`src/isaPkg.sv`:
```
`default_nettype none

package isaPkg;

    typedef logic [31:0] wordT;
    typedef logic [4:0]  regAddrT;

    // ----------------------------------------
    // Instruction formats
    // ----------------------------------------
    typedef struct packed {
        logic [6:0] funct7;
        regAddrT    rs2;
        regAddrT    rs1;
        logic [2:0] funct3;
        regAddrT    rd;
        logic [6:0] opcode;
    } rFormT;

    typedef struct packed {
        logic [11:0] imm;
        regAddrT     rs1;
        logic [2:0]  funct3;
        regAddrT     rd;
        logic [6:0]  opcode;
    } iFormT;

    typedef struct packed {
        logic [6:0] immHi;
        regAddrT    rs2;
        regAddrT    rs1;
        logic [2:0] funct3;
        logic [4:0] immLo;
        logic [6:0] opcode;
    } sFormT;

    // Branch offset bits are scattered, bit 0 is implied
    typedef struct packed {
        logic       imm12;
        logic [5:0] immHi;
        regAddrT    rs2;
        regAddrT    rs1;
        logic [2:0] funct3;
        logic [3:0] immLo;
        logic       imm11;
        logic [6:0] opcode;
    } bFormT;

    typedef struct packed {
        logic [19:0] imm;
        regAddrT     rd;
        logic [6:0]  opcode;
    } uFormT;

    typedef struct packed {
        logic        imm20;
        logic [9:0]  immLo;
        logic        imm11;
        logic [7:0]  immHi;
        regAddrT     rd;
        logic [6:0]  opcode;
    } jFormT;

    typedef union packed {
        rFormT rForm;
        iFormT iForm;
        sFormT sForm;
        bFormT bForm;
        uFormT uForm;
        jFormT jForm;
    } instrT;

    // ----------------------------------------
    // Operation codes
    // ----------------------------------------
    typedef enum logic [3:0] {
        ADD, SUB, SLL, SLT, SLTU, XOR, SRL, SRA, OR, AND, COPYB
    } aluOpT;

    typedef enum logic [2:0] {
        NONE, BEQ, BNE, BLT, BGE, BLTU, BGEU
    } branchT;

    localparam logic [6:0] opcodeOp     = 7'b0110011;
    localparam logic [6:0] opcodeOpImm  = 7'b0010011;
    localparam logic [6:0] opcodeLoad   = 7'b0000011;
    localparam logic [6:0] opcodeStore  = 7'b0100011;
    localparam logic [6:0] opcodeBranch = 7'b1100011;
    localparam logic [6:0] opcodeJal    = 7'b1101111;
    localparam logic [6:0] opcodeLui    = 7'b0110111;
    localparam logic [6:0] opcodeAuipc  = 7'b0010111;

    // addi x0, x0, 0
    localparam wordT nopInstr = 32'h0000_0013;

endpackage

`default_nettype wire
```
`src/pipePkg.sv`:
```
`default_nettype none

package pipePkg;

    import isaPkg::*;

    // Both memories are word addressed internally
    localparam int   memDepth    = 256;
    localparam int   memAddrBits = 8;
    localparam wordT pcStep      = 32'd4;

    // ----------------------------------------
    // Stage registers
    // ----------------------------------------
    typedef struct packed {
        wordT  pc;
        instrT instr;
        logic  valid;
    } ifIdT;

    typedef struct packed {
        wordT    pc;
        wordT    rs1Val;
        wordT    rs2Val;
        wordT    imm;
        regAddrT rs1;
        regAddrT rs2;
        regAddrT rd;
        aluOpT   aluOp;
        branchT  branch;
        logic    isJal;
        logic    useImmB;
        logic    usePcA;
        logic    memRead;
        logic    memWrite;
        logic    regWrite;
        logic    valid;
    } idExT;

    typedef struct packed {
        wordT    aluResult;
        wordT    storeData;
        regAddrT rd;
        logic    memRead;
        logic    memWrite;
        logic    regWrite;
    } exMemT;

    typedef struct packed {
        wordT    wbData;
        regAddrT rd;
        logic    regWrite;
    } memWbT;

    typedef enum logic [1:0] {
        REGFILE, FROMMEM, FROMWB
    } fwdSelT;

endpackage

`default_nettype wire

```
`src/hazardUnit.sv`:
```
`default_nettype none

module hazardUnit
    import isaPkg::*;
    import pipePkg::*;
(
    input  regAddrT rs1,
    input  regAddrT rs2,
    input  idExT    idEx,
    input  exMemT   exMem,
    input  memWbT   memWb,
    input  logic    redirect,
    output logic    stall,
    output logic    flush,
    output fwdSelT  fwdA,
    output fwdSelT  fwdB
);

    // Nearest producer first
    function automatic fwdSelT pickSource(regAddrT src, exMemT mem, memWbT wb);
        if (src == '0) begin
            return REGFILE;
        end
        if (mem.regWrite && mem.rd == src) begin
            return FROMMEM;
        end
        if (wb.regWrite && wb.rd == src) begin
            return FROMWB;
        end
        return REGFILE;
    endfunction

    // Load in EX feeding the instruction in ID
    assign stall = idEx.valid && idEx.memRead && idEx.rd != '0 &&
                   (idEx.rd == rs1 || idEx.rd == rs2);

    assign flush = redirect;

    assign fwdA = pickSource(idEx.rs1, exMem, memWb);
    assign fwdB = pickSource(idEx.rs2, exMem, memWb);

endmodule

`default_nettype wire

```
`config.mk`:
```
export PLATFORM = sky130hd
export DESIGN_NAME = hazardUnit
export DESIGN_NICKNAME = d
export VERILOG_FILES = /design/src/isaPkg.sv /design/src/pipePkg.sv /design/src/hazardUnit.sv
export SDC_FILE = /design/constraint.sdc
export NUM_CORES = 1
export LEC_CHECK = 0
export BUFFER_PORTS_ARGS = -buffer_cell sky130_fd_sc_hd__buf_2
export CORE_AREA = 2 2 110 112
export DETAILED_ROUTE_END_ITERATION = 8
export DIE_AREA = 0 0 112 114
export SYNTH_ARGS = -nofsm -noshare
export SYNTH_HDL_FRONTEND = slang
export SYNTH_SLANG_ARGS = --single-unit
```
`constraint.sdc`:
```
create_clock -name vclk -period 2.63
set_input_delay 0.526 -clock vclk [all_inputs]
set_output_delay 0.526 -clock vclk [all_outputs]
set_load 0.1 [all_outputs]
```
==> results of run 1 <==
[synth_stat cells]
master and n:
xnor2_1 16, nand2_1 2, or4_1 3, o211ai_2 1, xor2_1 14, nand3_1 4
nor4_1 2, nor4b_1 2, nand4_1 2, a21oi_1 1, nor3_1 2, buf_4 1
nor2_1 4
[logic make-up after synthesis]
family / Yosys count
xor+xnor: 30
simple gates: 21
compound gates: 2
buf+inv: 1
[worst min-delay path by stage]
stage | startpoint | end
global route | redirect | flush
floorplan | redirect | flush
global placement | redirect | flush
detailed placement | redirect | flush
finish | redirect | flush
CTS | redirect | flush
[area by class of cell]
cell class	instances	area, sq um	share of cell area (%)
Multi-Input combinational cell	53	425.4	50.37
Tap cell	147	183.9	21.78
Timing Repair Buffer	44	235.2	27.85
[power groups by stage]
stage | clock network [mW] | logic (mW) | registers (mW)
6_report | 0 | 0.108 | 0
3_3_place_gp | 0 | 0.109 | 0
5_1_grt | 0 | 0.119 | 0
4_1_cts | 0 | 0.110 | 0
3_5_place_dp | 0 | 0.110 | 0
2_1_floorplan | 0 | 0.0630 | 0
[layer usage]
metal	up-vias	wire (um)	track usage, %
met4	0	0	0.08130
met5	-	0	0
met3	0	116	0
met2	27	853	5.051
met1	218	696	3.109
li1	277	-	-
[through the flow]
| stage | setup WS, ps | TNS [ps] | std cells |
|---|---|---|---|
| 2_1_floorplan | -387.4 | -577.8 | 54 |
| 3_3_place_gp | 303.3 | 0 | 244 |
| 3_5_place_dp | 300.5 | 0 | 244 |
| 4_1_cts | 294.4 | 0 | 244 |
| 5_1_grt | 185.5 | 0 | 244 |
| 6_report | 307.1 | 0 | 244 |
[placed cells by master, fill, tap and decap left out]
master	count
nor4b_4	1
nor3_1	2
a21oi_2	1
buf_2	43
nor4b_2	1
nand4_1	2
xor2_1	14
nor2_2	1
nand3_1	4
buf_12	1
nor2_1	3
o211ai_2	1
nor4_1	2
nand2_1	2
xnor2_1	16
or4_1	3
==> results.cfg, run 1 <==
[status]
status = complete, no violations

[worst_setup_path]
critical_path_depth = 5
startpoint = idEx[20]
critical_path_fanout_max = 3
criticalPathCategory = in -> out
max_stage_delay_ps = 510
critPathBufInv = 2
critPathCaptureType = output pin
crit_chain = buf_2 > or4_1 > nor2_1 > nor4b_4 > buf_2
crit_path_frequent_cell = buf_2
arrival_time_of_data_at_the_critical_path_endpoint_ps = 1800
timing.critical_path.from_type = primary input
timing.critical_path.required_ps = 2100
timing.critical_path.slowest_stage_cell = or4_1
path_delay_family = simple AND/OR/NAND/NOR gates
endpoint = fwdB[1]

[logic_synthesis]
synth.area.mux_share_pct = 0
compound_gate_fraction_of_synth_area_pct = 4.321
netlist.top_cell.by_area = xnor2_1
synthesis.instances = 54
synthesis_warning_total = 0
yosys.area_share.adder_pct = 0
main_combinational_cell_family_by_area_after_synthesis = XOR/XNOR gates
syn_nets = 332
synth.top_cell.area_share_pct = 34.57
avgSynthCellArea_sq_um = 7.507
cell_area_after_technology_mapping_sq_um = 405.4
synth.top_cells.by_area = xnor2_1, xor2_1, or4_1
synth-xor-area-share_pct = 64.81
count_of_unique_library_cells_instantiated_by_yosys = 13
synth_sequential_area_ratio_pct = 0
synth_simple_gate_area_share_pct = 29.01

[grt]
first_global_vias = 558
grt_max_degree = 4
global_route_usage_over_all_layers_pct = 2.488
overflow = 0
number_of_antenna_violations_at_the_first_check_in_global_routing = 0
grt_pass1_wl_mm = 2.615

[cells_and_area]
regArea_sq_um = 0
post-route-util_pct = 7.212
areaGrowthSynthToFinish_pct = 108.3
fill_cells = 1405
final_net_count = 377
clockBufferCount = 0
antenna_cells = 0
seq_cells = 0
layout-drive-gt1-share_pct = 50.52
design_area_sq_um = 844.6

[power]
p_switching_mw = 0.05584
power_frac_comb_pct = 100.0
share_seq_of_total_power_pct = 0
power.static_leakage_nw = 0.3178
p_sw_share_pct = 51.48
cellInternalPower_mw = 0.05264
p_clk_share_pct = 0
power_mw = 0.1085
vdd_drop_max_v = 0.00004675
power_dens_cells_nw_per_um2 = 128.5

[timing]
timing.slew.headroom_pct = 66.21
report.final.setup_viol = 0
finalHoldViolations = 0
hold-worst-slack_ps = 1052
final.period_utilization_pct = 88.32
final-max-slew-violation-count = 0
maximum_frequency_from_static_timing_analysis_mhz = 430.5
final.min_clock_period_ps = 2323
worst-slew-pin-transition_ps = 510.4
grt_setup_unrepaired = no

[drt]
drc = 0
first_pass_iters = 2
avgRoutedWirePerCell_um = 6.828
via_count = 522
avgViaCountPerCell = 2.139
ant_nets = 0
detail_route.wirelength_mm = 1.666
initialDrtViolationCount = 3

[hold_path]
hold_wc_path_type = in -> out
timing.hold.worst_path_depth = 0

[floorplanning]
core.rowCount = 40
floorplan.die.width_um = 112
dieArea_sq_um = 12770
start_util_pct = 3.462
floorplan.core_area_sq_um = 11710
floorplan.io_pins = 284
chipHeight_um = 114

[placement]
port-buffer-count = 44
gp_routability_congestion = 0.6874
post-dp-hpwl_mm = 1.623
postPlaceCellArea_sq_um = 844.6

[clocking]
postCtsSetupRepairBufs = 0
hold_buffers = 0
cts_repair_resize_count = 0

[flow_run]
max-cap-violations = 0
Power figures use the tool's default switching activity.
==> inputs of run 2 (changes only) <==
--- a/config.mk
+++ b/config.mk
@@ -9,6 +9,7 @@
 export CORE_AREA = 2 2 110 112
 export DETAILED_ROUTE_END_ITERATION = 8
 export DIE_AREA = 0 0 112 114
+export REMOVE_ABC_BUFFERS = 1
 export SYNTH_ARGS = -nofsm -noshare
 export SYNTH_HDL_FRONTEND = slang
 export SYNTH_SLANG_ARGS = --single-unit
==> run 2 against run 1 <==
Sequential share of layout area is the same. Non-clock buffer count stayed put. Cell count did not move. Via count rose by 5.6%. Critical path type unchanged. Cell area is 1.5% lower. Combinational power about the same.
==> results.cfg, run 2 (synthesis gave the netlist of run 1 again) <==
[power]
power_mw = 0.1065
vdd_drop_max_v = 0.00004248
power_dens_cells_nw_per_um2 = 128.0
power.static_leakage_nw = 0.3092

[placement]
gp_routability_congestion = 0.7230
port-buffer-count = 44
post-dp-hpwl_mm = 1.534
postPlaceCellArea_sq_um = 832.0
placedCellCount = 244

[worst_setup_path]
timing.critical_path.required_ps = 2100
critPathCaptureType = output pin
criticalPathCategory = in -> out
timing.critical_path.slowest_stage_cell = nor4_1
startpoint = idEx[20]
max_stage_delay_ps = 380
crit_chain = buf_2 > xor2_1 > nor4_1 > nand3_1 > nor4b_1 > buf_2
critical_path_fanout_max = 3
arrival_time_of_data_at_the_critical_path_endpoint_ps = 1790
timing.critical_path.from_type = primary input
crit_path_frequent_cell = buf_2

[grt]
grt_max_degree = 4
grt_pass1_wl_mm = 2.477
number_of_antenna_violations_at_the_first_check_in_global_routing = 0
overflow = 0
global_route_usage_over_all_layers_pct = 2.343
first_global_vias = 588

[floorplanning]
start_util_pct = 3.462
core.rowCount = 40
floorplan.die.width_um = 112
dieArea_sq_um = 12770
floorplan.core_area_sq_um = 11710
chipHeight_um = 114
floorplan.io_pins = 284

[cells_and_area]
regArea_sq_um = 0
seq_cells = 0
final_net_count = 377
most-common-layout-cells = buf_2, xnor2_1, xor2_1, nand3_1, nor2_1
clockBufferCount = 0
stdcell_count = 244
post-route-util_pct = 7.105
antenna_cells = 0
most_common_cell_after_layout_fill_and_taps_aside = buf_2
design_area_sq_um = 832.0
areaGrowthSynthToFinish_pct = 105.2
layout-drive-gt1-share_pct = 46.39

[timing]
worst-slew-pin-transition_ps = 490.7
timing.slew.headroom_pct = 67.51
final-max-slew-violation-count = 0
finalHoldViolations = 0
report.final.setup_viol = 0
maximum_frequency_from_static_timing_analysis_mhz = 430.9
final.period_utilization_pct = 88.24
final.min_clock_period_ps = 2321
grt_setup_unrepaired = no
timing.setup.tns_ps = 0

[drt]
via_count = 551
ant_nets = 0
avgViaCountPerCell = 2.258
first_pass_iters = 2
drc = 0
initialDrtViolationCount = 2
detail_route.wirelength_mm = 1.570
avgRoutedWirePerCell_um = 6.434

[hold_path]
hold_wc_path_type = in -> out
timing.hold.worst_path_depth = 0
timing.hold.worst.start = redirect

[clocking]
cts_repair_resize_count = 0
postCtsSetupRepairBufs = 0
hold_buffers = 0

[status]
status = complete, no violations

[flow_run]
max-cap-violations = 0
-- run 2: cell counts in the layout (fill, tap and decap cells not counted) --
No cell type changed its count.
-- run 2: cell type report --
type / count / area [sq um]
Timing Repair Buffer: 44 / 250.2
Fill cell: 1416 / 10880
Multi-Input combinational cell: 53 / 397.9
Tap cell: 147 / 183.9
-- run 2: worst paths after layout --
| path | to | slack, ps |
|---|---|---|
| max | fwdB[1] | 310 |
| min | flush | 1060 |
-- run 2: routing by layer --
| metal | track usage, % | share of wire (%) |
|---|---|---|
| met1 | 2.564 | 37 |
| met2 | 4.848 | 53 |
| met3 | 0.3188 | 9.4 |
| met4 | 0.3252 | 1.3 |
| met5 | 0 | 0 |
-- run 2: per-stage QoR --
stage / setup slack, ps / hold slack (ps)
detailed placement: 302.6 / 1061
global route: 234.3 / 1060
CTS: 298.7 / 1061
floorplan: -1795 / 1052
global placement: 314.1 / 1061
finish: 309.4 / 1063
-- run 2: power breakdown --
part / internal, mW / switching [mW]
logic: 0.0525 / 0.0540
clock network: 0 / 0
registers: 0 / 0
-- run 2: worst max-delay path: cells and delay by family --
family / cells / cell delay (ps)
buf+inv: 2 / 410
simple gates: 3 / 690
xor+xnor: 1 / 150
