==> src/isaPkg.sv <==
`default_nettype none

package isaPkg;

    typedef logic [31:0] wordT;
    typedef logic [4:0]  regAddrT;

    // ----------------------------------------
    // Instruction formats
    // ----------------------------------------
    typedef struct packed {
        logic [6:0] funct7;
        regAddrT    rs2;
        regAddrT    rs1;
        logic [2:0] funct3;
        regAddrT    rd;
        logic [6:0] opcode;
    } rFormT;

    typedef struct packed {
        logic [11:0] imm;
        regAddrT     rs1;
        logic [2:0]  funct3;
        regAddrT     rd;
        logic [6:0]  opcode;
    } iFormT;

    typedef struct packed {
        logic [6:0] immHi;
        regAddrT    rs2;
        regAddrT    rs1;
        logic [2:0] funct3;
        logic [4:0] immLo;
        logic [6:0] opcode;
    } sFormT;

    // Branch offset bits are scattered, bit 0 is implied
    typedef struct packed {
        logic       imm12;
        logic [5:0] immHi;
        regAddrT    rs2;
        regAddrT    rs1;
        logic [2:0] funct3;
        logic [3:0] immLo;
        logic       imm11;
        logic [6:0] opcode;
    } bFormT;

    typedef struct packed {
        logic [19:0] imm;
        regAddrT     rd;
        logic [6:0]  opcode;
    } uFormT;

    typedef struct packed {
        logic        imm20;
        logic [9:0]  immLo;
        logic        imm11;
        logic [7:0]  immHi;
        regAddrT     rd;
        logic [6:0]  opcode;
    } jFormT;

    typedef union packed {
        rFormT rForm;
        iFormT iForm;
        sFormT sForm;
        bFormT bForm;
        uFormT uForm;
        jFormT jForm;
    } instrT;

    // ----------------------------------------
    // Operation codes
    // ----------------------------------------
    typedef enum logic [3:0] {
        ADD, SUB, SLL, SLT, SLTU, XOR, SRL, SRA, OR, AND, COPYB
    } aluOpT;

    typedef enum logic [2:0] {
        NONE, BEQ, BNE, BLT, BGE, BLTU, BGEU
    } branchT;

    localparam logic [6:0] opcodeOp     = 7'b0110011;
    localparam logic [6:0] opcodeOpImm  = 7'b0010011;
    localparam logic [6:0] opcodeLoad   = 7'b0000011;
    localparam logic [6:0] opcodeStore  = 7'b0100011;
    localparam logic [6:0] opcodeBranch = 7'b1100011;
    localparam logic [6:0] opcodeJal    = 7'b1101111;
    localparam logic [6:0] opcodeLui    = 7'b0110111;
    localparam logic [6:0] opcodeAuipc  = 7'b0010111;

    // addi x0, x0, 0
    localparam wordT nopInstr = 32'h0000_0013;

endpackage

`default_nettype wire
==> src/pipePkg.sv <==
`default_nettype none

package pipePkg;

    import isaPkg::*;

    // Both memories are word addressed internally
    localparam int   memDepth    = 256;
    localparam int   memAddrBits = 8;
    localparam wordT pcStep      = 32'd4;

    // ----------------------------------------
    // Stage registers
    // ----------------------------------------
    typedef struct packed {
        wordT  pc;
        instrT instr;
        logic  valid;
    } ifIdT;

    typedef struct packed {
        wordT    pc;
        wordT    rs1Val;
        wordT    rs2Val;
        wordT    imm;
        regAddrT rs1;
        regAddrT rs2;
        regAddrT rd;
        aluOpT   aluOp;
        branchT  branch;
        logic    isJal;
        logic    useImmB;
        logic    usePcA;
        logic    memRead;
        logic    memWrite;
        logic    regWrite;
        logic    valid;
    } idExT;

    typedef struct packed {
        wordT    aluResult;
        wordT    storeData;
        regAddrT rd;
        logic    memRead;
        logic    memWrite;
        logic    regWrite;
    } exMemT;

    typedef struct packed {
        wordT    wbData;
        regAddrT rd;
        logic    regWrite;
    } memWbT;

    typedef enum logic [1:0] {
        REGFILE, FROMMEM, FROMWB
    } fwdSelT;

endpackage

`default_nettype wire

==> src/executeStage.sv <==
`default_nettype none

module executeStage
    import isaPkg::*;
    import pipePkg::*;
(
    input  logic   cpuClk,
    input  logic   rstN,
    input  idExT   idEx,
    input  fwdSelT fwdA,
    input  fwdSelT fwdB,
    input  memWbT  memWb,
    output exMemT  exMem,
    output logic   redirect,
    output wordT   redirectPc
);

    wordT fwdValA;
    wordT fwdValB;
    wordT opA;
    wordT opB;
    wordT aluOut;
    logic taken;

    function automatic wordT pickOperand(fwdSelT sel, wordT regVal, wordT memVal,
                                         wordT wbVal);
        case (sel)
            FROMMEM: return memVal;
            FROMWB:  return wbVal;
            default: return regVal;
        endcase
    endfunction

    // ----------------------------------------
    // Operand selection
    // ----------------------------------------
    assign fwdValA = pickOperand(fwdA, idEx.rs1Val, exMem.aluResult, memWb.wbData);
    assign fwdValB = pickOperand(fwdB, idEx.rs2Val, exMem.aluResult, memWb.wbData);
    assign opA     = idEx.usePcA ? idEx.pc : fwdValA;
    assign opB     = idEx.useImmB ? idEx.imm : fwdValB;

    always_comb begin
        case (idEx.aluOp)
            SUB:     aluOut = opA - opB;
            SLL:     aluOut = opA << opB[4:0];
            SLT:     aluOut = {31'b0, $signed(opA) < $signed(opB)};
            SLTU:    aluOut = {31'b0, opA < opB};
            XOR:     aluOut = opA ^ opB;
            SRL:     aluOut = opA >> opB[4:0];
            SRA:     aluOut = $signed(opA) >>> opB[4:0];
            OR:      aluOut = opA | opB;
            AND:     aluOut = opA & opB;
            COPYB:   aluOut = opB;
            default: aluOut = opA + opB;
        endcase
    end

    // Compare on the forwarded register values, not on the ALU inputs
    always_comb begin
        case (idEx.branch)
            BEQ:     taken = fwdValA == fwdValB;
            BNE:     taken = fwdValA != fwdValB;
            BLT:     taken = $signed(fwdValA) < $signed(fwdValB);
            BGE:     taken = $signed(fwdValA) >= $signed(fwdValB);
            BLTU:    taken = fwdValA < fwdValB;
            BGEU:    taken = fwdValA >= fwdValB;
            default: taken = 1'b0;
        endcase
    end

    assign redirect   = idEx.valid && (idEx.isJal || taken);
    assign redirectPc = aluOut;

    // EX/MEM register, JAL carries its link address as the result
    always_ff @(posedge cpuClk) begin
        exMem.aluResult <= idEx.isJal ? idEx.pc + pcStep : aluOut;
        exMem.storeData <= fwdValB;
        exMem.rd        <= idEx.rd;
        if (!rstN) begin
            exMem.memRead  <= 1'b0;
            exMem.memWrite <= 1'b0;
            exMem.regWrite <= 1'b0;
        end else begin
            exMem.memRead  <= idEx.valid && idEx.memRead;
            exMem.memWrite <= idEx.valid && idEx.memWrite;
            exMem.regWrite <= idEx.valid && idEx.regWrite;
        end
    end

endmodule

`default_nettype wire

==> config.mk <==
export PLATFORM = sky130hd
export DESIGN_NAME = executeStage
export DESIGN_NICKNAME = d
export VERILOG_FILES = /design/src/isaPkg.sv /design/src/pipePkg.sv /design/src/executeStage.sv
export SDC_FILE = /design/constraint.sdc
export NUM_CORES = 1
export LEC_CHECK = 0
export BUFFER_PORTS_ARGS = -buffer_cell sky130_fd_sc_hd__buf_2
export CORE_UTILIZATION = 50
export CTS_CLUSTER_DIAMETER = 40
export DETAILED_ROUTE_END_ITERATION = 6
export HOLD_SLACK_MARGIN = 0.05
export PLACE_DENSITY = 0.8
export RECOVER_POWER = 25
export SYNTH_ARGS = -nofsm -noshare
export SYNTH_HDL_FRONTEND = slang
export SYNTH_SLANG_ARGS = --single-unit
==> constraint.sdc <==
create_clock -name cpuClk -period 5.52 [get_ports cpuClk]
set_input_delay 0.276 -clock cpuClk [delete_from_list [all_inputs] [get_ports cpuClk]]
set_output_delay 0.276 -clock cpuClk [all_outputs]
set_load 0.005 [all_outputs]
==> results.md, run 1 <==
- In the final layout, the share of cells above drive strength 1 is 22.6%.
- The via count of the first global-routing pass was between 15000 and 20000.
- Grouping stages by cell kind, the critical path spends the most delay in compound AO/OA/AOI/OAI gates.
- In the final layout, the registers with the most flip-flops are exMem x72.
- Counting flops with a built-in enable in the synthesized netlist gives 0.
- The flip-flop count of the largest register after layout is between 70 and 80.
- The leakage power summed over all cells is 7.99 nW.
- In the global route stage, overall resource usage came out at 47.5%.
- The post-synthesis cell count is approximately 2000.
- The count of buffering cells on the critical path with inverters included is 6.
- The clock transition time at the flip-flop clock pins of the worst setup and hold paths is roughly 60 ps.
- The Yosys step of the flow raised 0 warnings.
- The aggregate global routing overflow is 0.
- Dividing the detail-routed via count by the number of cells gives roughly 7.0.
- For this run, design rule violations remaining after detail routing come to 0.
- Compared with the post-synthesis result, the final layout area differs by 17.5%.
- Static timing analysis puts the maximum clock frequency at about 180 MHz.
- The sequential cell area in the final layout is 1440 µm².
- The library cell contributing the largest single delay on the critical path is sky130_fd_sc_hd__a221oi_1.
- The die is about 170 µm tall.
- The startpoint-to-endpoint class of the critical path is input port to primary output.
- The root buffer cell is sky130_fd_sc_hd__clkbuf_16.
- In this run the standard cell core region covers between 20000 and 30000 µm².
- The worst endpoint required time is between 5000 and 6000 ps.
- The level count of the clock H-tree is 3.
- At the pin with the least slew margin, the transition time is about 1300 ps.
- The wire length of the first global-routing pass is 105000 µm.
- The number of nets in the synthesized netlist is 2347.
- The worst setup path is captured at a primary output.
- Before antenna repair, the detailed router went through 7 iterations.
- Dividing the final minimum period by the clock period gives 98.0%.
- The min-delay analysis places its worst path in the category input port to flop.
- The CTS tree is yes.
- The power density over the cells is about 270 nW/µm².
- The insertion delay to the later sink of the worst-skew pair is approximately 350 ps.
- The post-route clock skew is between 15 and 20 ps.
- For this design, the sink count on the clock tree is between 70 and 80.
- The run finished with clean final reports.
- Once layout is done, the placed cells without fillers occupy 17000 µm².
- The detailed-placement wirelength estimate is 58900 µm.
- For the worst setup path, the data arrival time is roughly 5100 ps.
- The mean instance size in the synthesized netlist is 7.20 µm².
- The placed cell area is between 15000 and 20000 µm².
- The final hold violation count came to 0.
- In the final routed layout, each cell accounts on average for roughly 28 µm.
- Timing analysis after detailed placement gives a worst setup slack of roughly 360 ps.
- The floorplan has 61 rows.
- The register with the most flip-flops in the final layout is exMem.
- In the final design database the tool counted approximately 2600 nets.
- The congestion estimate from routability-driven global placement came to between 1 and 1.5.
- The overall power of the completed layout is between 4 and 5 mW.
- The die is roughly 170 µm wide.
- The delay of the slowest critical-path stage is 790 ps.
- For this configuration, the core starts out at a cell density of 51.4%.
- The number of DRC violations after detailed-routing iteration 0 is slightly above 3000.
- The number of top-level pins is 306.
- Setup repair after global routing left no endpoint under its margin.
- The routed design could run at a clock period as short as around 5400 ps.
- The residual antenna-violating net count after detailed routing is 0.
- The critical path goes through buf_2 > inv_1 > ha_1 > buf_4 > a221o_1 > o211a_2 > buf_4 > buf_4 > mux2i_1 > mux2i_1 > mux2i_1 > o21ai_1 > a221oi_1 > a21oi_1 > a2bb2oi_1 > buf_2.
- The layout has approximately 2700 filler cells.
- The final routed wirelength across all metal layers is approximately 74000 µm.
- The maximum resistive drop on vdd is between 0.00015 and 0.0002 V.
- The clock buffer count from CTS is 9.
- Final hold analysis gives a worst-case slack of between 150 and 200 ps.
- The mapped netlist covers approximately 14000 µm².
- The area of the die is just under 30000 µm².
- Setup violations remaining at the end of the flow were counted as 0.
- The number of antenna diodes in the final layout is 0.
- The number of max-slew violations in the final report is 0.
- The number of buffers on the longest clock path is 2.
- The worst-case headroom to the max-slew limit is 14.5%.
- The register bit count reported by yosys is 72.
- The maximum fanout count along the critical path is 23.
- Summing all multi-input logic gate instances after layout gives roughly 12000 µm².
- The final-layout setup total negative slack is 0 ps.
- The synthesized netlist contains 87 unique library cells.
- After synthesis, the share of flip-flops with an asynchronous set or reset is 0%.
- The dominant synthesized flop cell is sky130_fd_sc_hd__dfxtp_1.
- The pin count of the biggest net entering global routing is 75.
- The worst-case setup margin in the final layout is roughly 110 ps.
- The count of buffers inserted at the top-level ports is between 200 and 300.
- The proportion of synthesized chip area in sequential cells is under 10%.
- The final route contains roughly 19000 vias.
- The worst setup path is launched from an input port.
- The number of violations of the max-capacitance limit is 0.
- The initial antenna violation count was 4.
==> layout by cell type, fill, tap and decap left out, drive strengths merged, types with 24 or more instances in the layout <==
master  Yosys  routed
nand3      38      38
o221a      33      33
buf        60     367
a31oi      24      24
a221oi     37      37
nand2b     47      47
xnor2      32      32
dfxtp      72      72
a21oi     135     135
nor2      156     156
ha        133     133
o221ai     30      30
a211oi     29      29
o21ai     147     147
mux2i     137     137
inv       145     147
a21o       31      31
mux2       73      73
clkbuf     84      44
nor3       33      33
o211ai     24      24
nand2     188     188
a22o       37      37
a221o      36      36
==> stage by stage <==
step | std cells | utilization, %
after floorplan | 2011 | -
after global placement | 2647 | 59.3
after detailed placement | 2647 | 59.3
after CTS | 2668 | 60.6
after global routing | 2668 | 60.4
final | 2668 | 60.4
==> worst paths after layout <==
check,start,endpoint,slack (ps),depth (start not counted)
max,fwdB[0],redirectPc[6],110,16
min,idEx[1],exMem[0],170,2
max reg2reg,exMem[40],exMem[46],520,13
min reg2reg,exMem[55],exMem[23],750,3
==> layer usage <==
metal	vias to the layer above	global-route usage, %	part of all wire, %
met1	8720	60.9	38
met2	1548	70.1	42
met5	-	0	0.039
li1	8064	-	-
met3	327	12.8	13
met4	6	29.7	7.0
==> synthesized netlist by cell type (7+ instances only) <==
master / count / area share, %
sky130_fd_sc_hd__a221o_1: 36 / 2.5
sky130_fd_sc_hd__or2_2: 7 / 0.30
sky130_fd_sc_hd__buf_1: 22 / 0.57
sky130_fd_sc_hd__o221a_2: 33 / 2.6
sky130_fd_sc_hd__o21ai_0: 145 / 5.0
sky130_fd_sc_hd__and2_1: 8 / 0.35
sky130_fd_sc_hd__o211ai_1: 23 / 1.2
sky130_fd_sc_hd__mux2_2: 73 / 5.7
sky130_fd_sc_hd__nor4_1: 7 / 0.30
sky130_fd_sc_hd__mux2i_1: 136 / 9.4
sky130_fd_sc_hd__nor2_1: 156 / 4.0
sky130_fd_sc_hd__nor2b_1: 14 / 0.60
sky130_fd_sc_hd__inv_1: 142 / 3.7
sky130_fd_sc_hd__clkbuf_1: 83 / 2.2
sky130_fd_sc_hd__a31oi_1: 24 / 1.0
sky130_fd_sc_hd__xor2_1: 14 / 0.85
sky130_fd_sc_hd__o31ai_1: 18 / 0.93
sky130_fd_sc_hd__o31a_1: 7 / 0.42
sky130_fd_sc_hd__o221ai_1: 30 / 1.8
sky130_fd_sc_hd__ha_1: 133 / 11
sky130_fd_sc_hd__a22o_1: 37 / 2.2
sky130_fd_sc_hd__o21bai_1: 11 / 0.57
sky130_fd_sc_hd__o21a_1: 11 / 0.57
sky130_fd_sc_hd__a21oi_1: 134 / 4.6
sky130_fd_sc_hd__o22ai_1: 14 / 0.60
sky130_fd_sc_hd__xnor2_1: 32 / 1.9
sky130_fd_sc_hd__nand4_1: 16 / 0.69
sky130_fd_sc_hd__buf_2: 33 / 1.1
sky130_fd_sc_hd__a21o_1: 31 / 1.6
sky130_fd_sc_hd__nor3_1: 33 / 1.1
sky130_fd_sc_hd__and3_1: 17 / 0.73
sky130_fd_sc_hd__nand3_1: 38 / 1.3
sky130_fd_sc_hd__a211oi_1: 28 / 1.5
sky130_fd_sc_hd__nand2b_1: 46 / 2.0
sky130_fd_sc_hd__nand2_1: 188 / 4.9
sky130_fd_sc_hd__dfxtp_1: 72 / 10
sky130_fd_sc_hd__a221oi_1: 36 / 2.2
sky130_fd_sc_hd__a22oi_1: 10 / 0.52
==> what timing repair did <==
action	in CTS	in global routing
endpoints found under the hold margin	5	0
setup endpoints to repair	0	3
resized for setup	0	2
hold buffers	5	0
setup buffers	0	0
==> area by class of cell <==
cell class | instances | area share [%]
multi-input combinational | 1648 | 70.1
timing repair buffer | 407 | 13.7
clock buffer | 9 | 1.32
inverter | 147 | 3.24
sequential | 72 | 8.47
tap | 378 | 2.78
clock inverter | 7 | 0.456
==> power breakdown <==
part / switching [mW] / internal, mW
Combinational: 2.03 / 1.21
Clock: 0.263 / 0.355
Sequential: 0.0812 / 0.607
==> cell families (layout without fill, tap and decap cells) <==
group,Yosys count,count (layout),synth area share (%)
and+or+nand+nor,555,555,17.7
adders and majority gates,135,135,11.8
muxes,211,211,15.3
xor gates and xnor gates,46,46,2.78
DFF,72,72,9.95
buffers and inverters,291,570,7.99
AOI/OAI and AO/OA,701,701,34.5
Power figures use the tool's default switching activity.
==> inputs of run 2 (changes only) <==
CTS_BUF_LIST = sky130_fd_sc_hd__clkbuf_8   (was not set)
PLACE_DENSITY = 0.77   (was 0.8)
clock period = 6.3 ns   (was 5.52 ns; I/O delays follow)
==> results.md, run 2 (same netlist as run 1, synthesis figures left out) <==
- The path category of the worst min-delay check is input port to flop.
- The H-tree generated during clock tree synthesis spans 3 levels.
- The path with the worst hold slack has its endpoint at exMem[1].
- From synthesis to final layout, the design area changed by 15.0%.
- The clock transition time at the flip-flop clock pins of the worst setup and hold paths is about 90 ps.
- The number of cells on the worst reg-to-reg path is 14.
- Leaving out fill and tap cells, the most frequent cell in the layout is sky130_fd_sc_hd__buf_2.
- The setup fix buffers added after clock tree synthesis is 0.
- The via count of the first global-routing pass is between 15000 and 20000.
- In this run the static leakage power is 7.78 nW.
- The count of buffers inserted at the top-level ports is between 200 and 300.
- In the final design database the tool counted roughly 2600 nets.
- After routing, the total negative slack on setup checks comes to 0 ps.
- The pin count of the biggest net entering global routing is 75.
- The maximum resistive drop on vdd is around 0.00013 V.
- The worst-case headroom to the max-slew limit is 29.8%.
- The startpoint identified for the worst register-to-register timing path is exMem[41].
- The number of top-level pins is between 300 and 400.
- The number of violations of the max-capacitance limit is 0.
- The floorplan step defined a core boundary enclosing around 28000 µm².
- The minimum clock period is between 6000 and 7000 ps.
- Measured along the x axis, the die boundary spans roughly 170 µm.
- Summed over all layers, the routed wires come to 73100 µm.
- The wire length per cell after detailed routing is 27.7 µm.
- The residual antenna-violating net count after detailed routing is 0.
- The register bank with the most flops is exMem.
- The first global-routing pass estimated around 100000 µm of wire.
- On the final layout, the worst clock skew is roughly 15 ps.
- The worst endpoint required time is around 6000 ps.
- In this run, the combinational gates consume between 70% and 80% of the power.
- In this run the deepest clock path goes through 2 buffers.
- The power density over the cells is approximately 230 nW/µm².
- The CTS tree is yes.
- Setup repair after global routing left no endpoint under its margin.
- The root buffer cell is sky130_fd_sc_hd__clkbuf_8.
- Setup violations remaining at the end of the flow were counted as 0.
- The worst register-to-register path has a setup slack of ~1300 ps.
- The endpoint class of the critical path is a primary output.
- The number of DRC violations after detailed-routing iteration 0 is around 2700.
- The startpoint type of the worst setup path is an input port.
- The clock sink count is 72.
- The maximum clock frequency is between 150 and 200 MHz.
- The setup path with the least slack is of type input port to primary output.
- The total via count in the routed design is ~18000.
- The clock buffer count from CTS is 9.
- The die extent in y is about 170 µm.
- The final hold violation count is 0.
- The first-pass detailed-route iteration total is 6.
- The final critical path takes up around 97% of the cycle.
- The antenna cell count is 0.
- The largest registers in the layout are exMem x72.
- The die covers between 20000 and 30000 µm².
- The fraction of layout cells with a size suffix above 1 is between 20% and 30%.
- Registers are responsible for roughly 16% of the overall power.
- In the layout the commonest cells are 252 x sky130_fd_sc_hd__buf_2, 188 x sky130_fd_sc_hd__nand2_1, 155 x sky130_fd_sc_hd__nor2_1.
- The DRC violation count after routing is 0.
- Global routing finished with a remaining overflow of 0.
- The startpoint identified for the worst hold timing path is idEx[2].
- The insertion delay to the later sink of the worst-skew pair is roughly 370 ps.
- Excluding fillers, the count of instances in the completed layout stands at 2636.
- The flow ran to the end, and the final reports show no timing, DRC or antenna violations.
- The number of cells on the worst hold path is 2.
- Data arrives at the worst endpoint at 5820 ps.
- The HPWL after detailed placement is 58300 µm.
- In the routed layout, each cell is associated on average with a via count of roughly 6.9.
- In this run the worst path has a maximum fanout of 20.
- The number of max-slew violations in the final report came to 0.
- The source of the critical timing path is fwdB[1].
- The register with the most flip-flops in the layout has 72 of them.
- The switching power is slightly above 2 mW.
- In this run the core area contains between 60 and 70 standard-cell rows.
- The cell count after placement is between 2000 and 3000.
- The internal portion of total power is about 1.7 mW.
- The combined global-route utilization of all metal layers is a little under half.
- The net switching fraction of the power is 53.9%.
- The initial antenna violation count came to 4.
- The clock share of power is 10.5%.
- At the end of routability-driven placement, the weighted congestion stood at ~1.0.
- For this configuration, the core starts out at a cell density of 51.4%.
- The capture point of the worst reg-to-reg path is exMem[69].
- The transition at the pin with the smallest max-transition slack is 1040 ps.
-- run 2: changes by cell type in the layout (fill, tap and decap cells not counted), sizes merged --
| cell | change |
|---|---|
| buf | -33 |
| clkbuf | +1 |
-- run 2: worst max path at each step --
stage,slack [ps],to,cells after the start
2_1_floorplan,990,exMem[67],20
3_3_place_gp,660,redirectPc[29],16
3_5_place_dp,590,redirectPc[29],16
4_1_cts,560,redirectPc[29],16
5_1_grt,150,redirectPc[28],19
6_report,170,redirectPc[29],17
-- run 2: final cells by class --
type                            instances  area [µm²]
Fill cell                            2697       11500
Multi-Input combinational cell       1648       11900
Tap cell                              378         473
Timing Repair Buffer                  375        2060
Clock buffer                            9         124
Sequential cell                        72        1440
Inverter                              147         552
Clock inverter                          7        77.6
-- run 2: what timing repair did --
| item | 4_1_cts | 5_1_grt |
|---|---|---|
| endpoints found under the hold margin | 5 | 0 |
| resized for setup | 0 | 0 |
| hold buffers | 5 | 0 |
-- run 2: through the flow --
step	total power, mW	area, µm²	utilization [%]	setup slack, ps	hold WS, ps
detailed placement	3.24	16400	58.4	594	419
CTS	3.65	16700	59.3	564	165
floorplan	2.25	14500	-	987	343
global route	3.94	16700	59.1	150	164
finish	3.76	16700	59.1	165	175
global placement	3.22	16400	58.4	664	417
-- run 2: per-layer routing --
metal | wire, µm | global-route usage (%) | part of all wire, % | vias up
li1 | - | - | - | 8008
met3 | 8470 | 12.9 | 12 | 270
met1 | 28400 | 60.8 | 39 | 8628
met5 | 34 | 0 | 0.047 | -
met4 | 4880 | 28.2 | 6.7 | 6
met2 | 31300 | 70.7 | 43 | 1322
-- run 2: worst max-delay path: stages --
cell	delay, ps
sky130_fd_sc_hd__buf_2	110
sky130_fd_sc_hd__inv_1	50
sky130_fd_sc_hd__ha_1	700
sky130_fd_sc_hd__a221oi_1	300
sky130_fd_sc_hd__o31ai_4	690
sky130_fd_sc_hd__ha_1	290
sky130_fd_sc_hd__a21oi_1	90
sky130_fd_sc_hd__o21bai_1	300
sky130_fd_sc_hd__a2111oi_0	200
sky130_fd_sc_hd__buf_4	180
sky130_fd_sc_hd__o31ai_1	560
sky130_fd_sc_hd__a21oi_1	270
sky130_fd_sc_hd__nor4_1	570
sky130_fd_sc_hd__mux2i_1	140
sky130_fd_sc_hd__or4_1	640
sky130_fd_sc_hd__or2_1	270
sky130_fd_sc_hd__buf_2	130
-- run 2: power by group through the flow --
stage                     logic [mW]  clock network, mW  registers (mW)
after floorplan                 1.66                  0           0.588
after global placement          2.62                  0           0.607
after detailed placement        2.63                  0           0.606
after CTS                       2.65              0.398           0.597
after global routing            2.92              0.415           0.605
final                           2.76              0.393           0.603
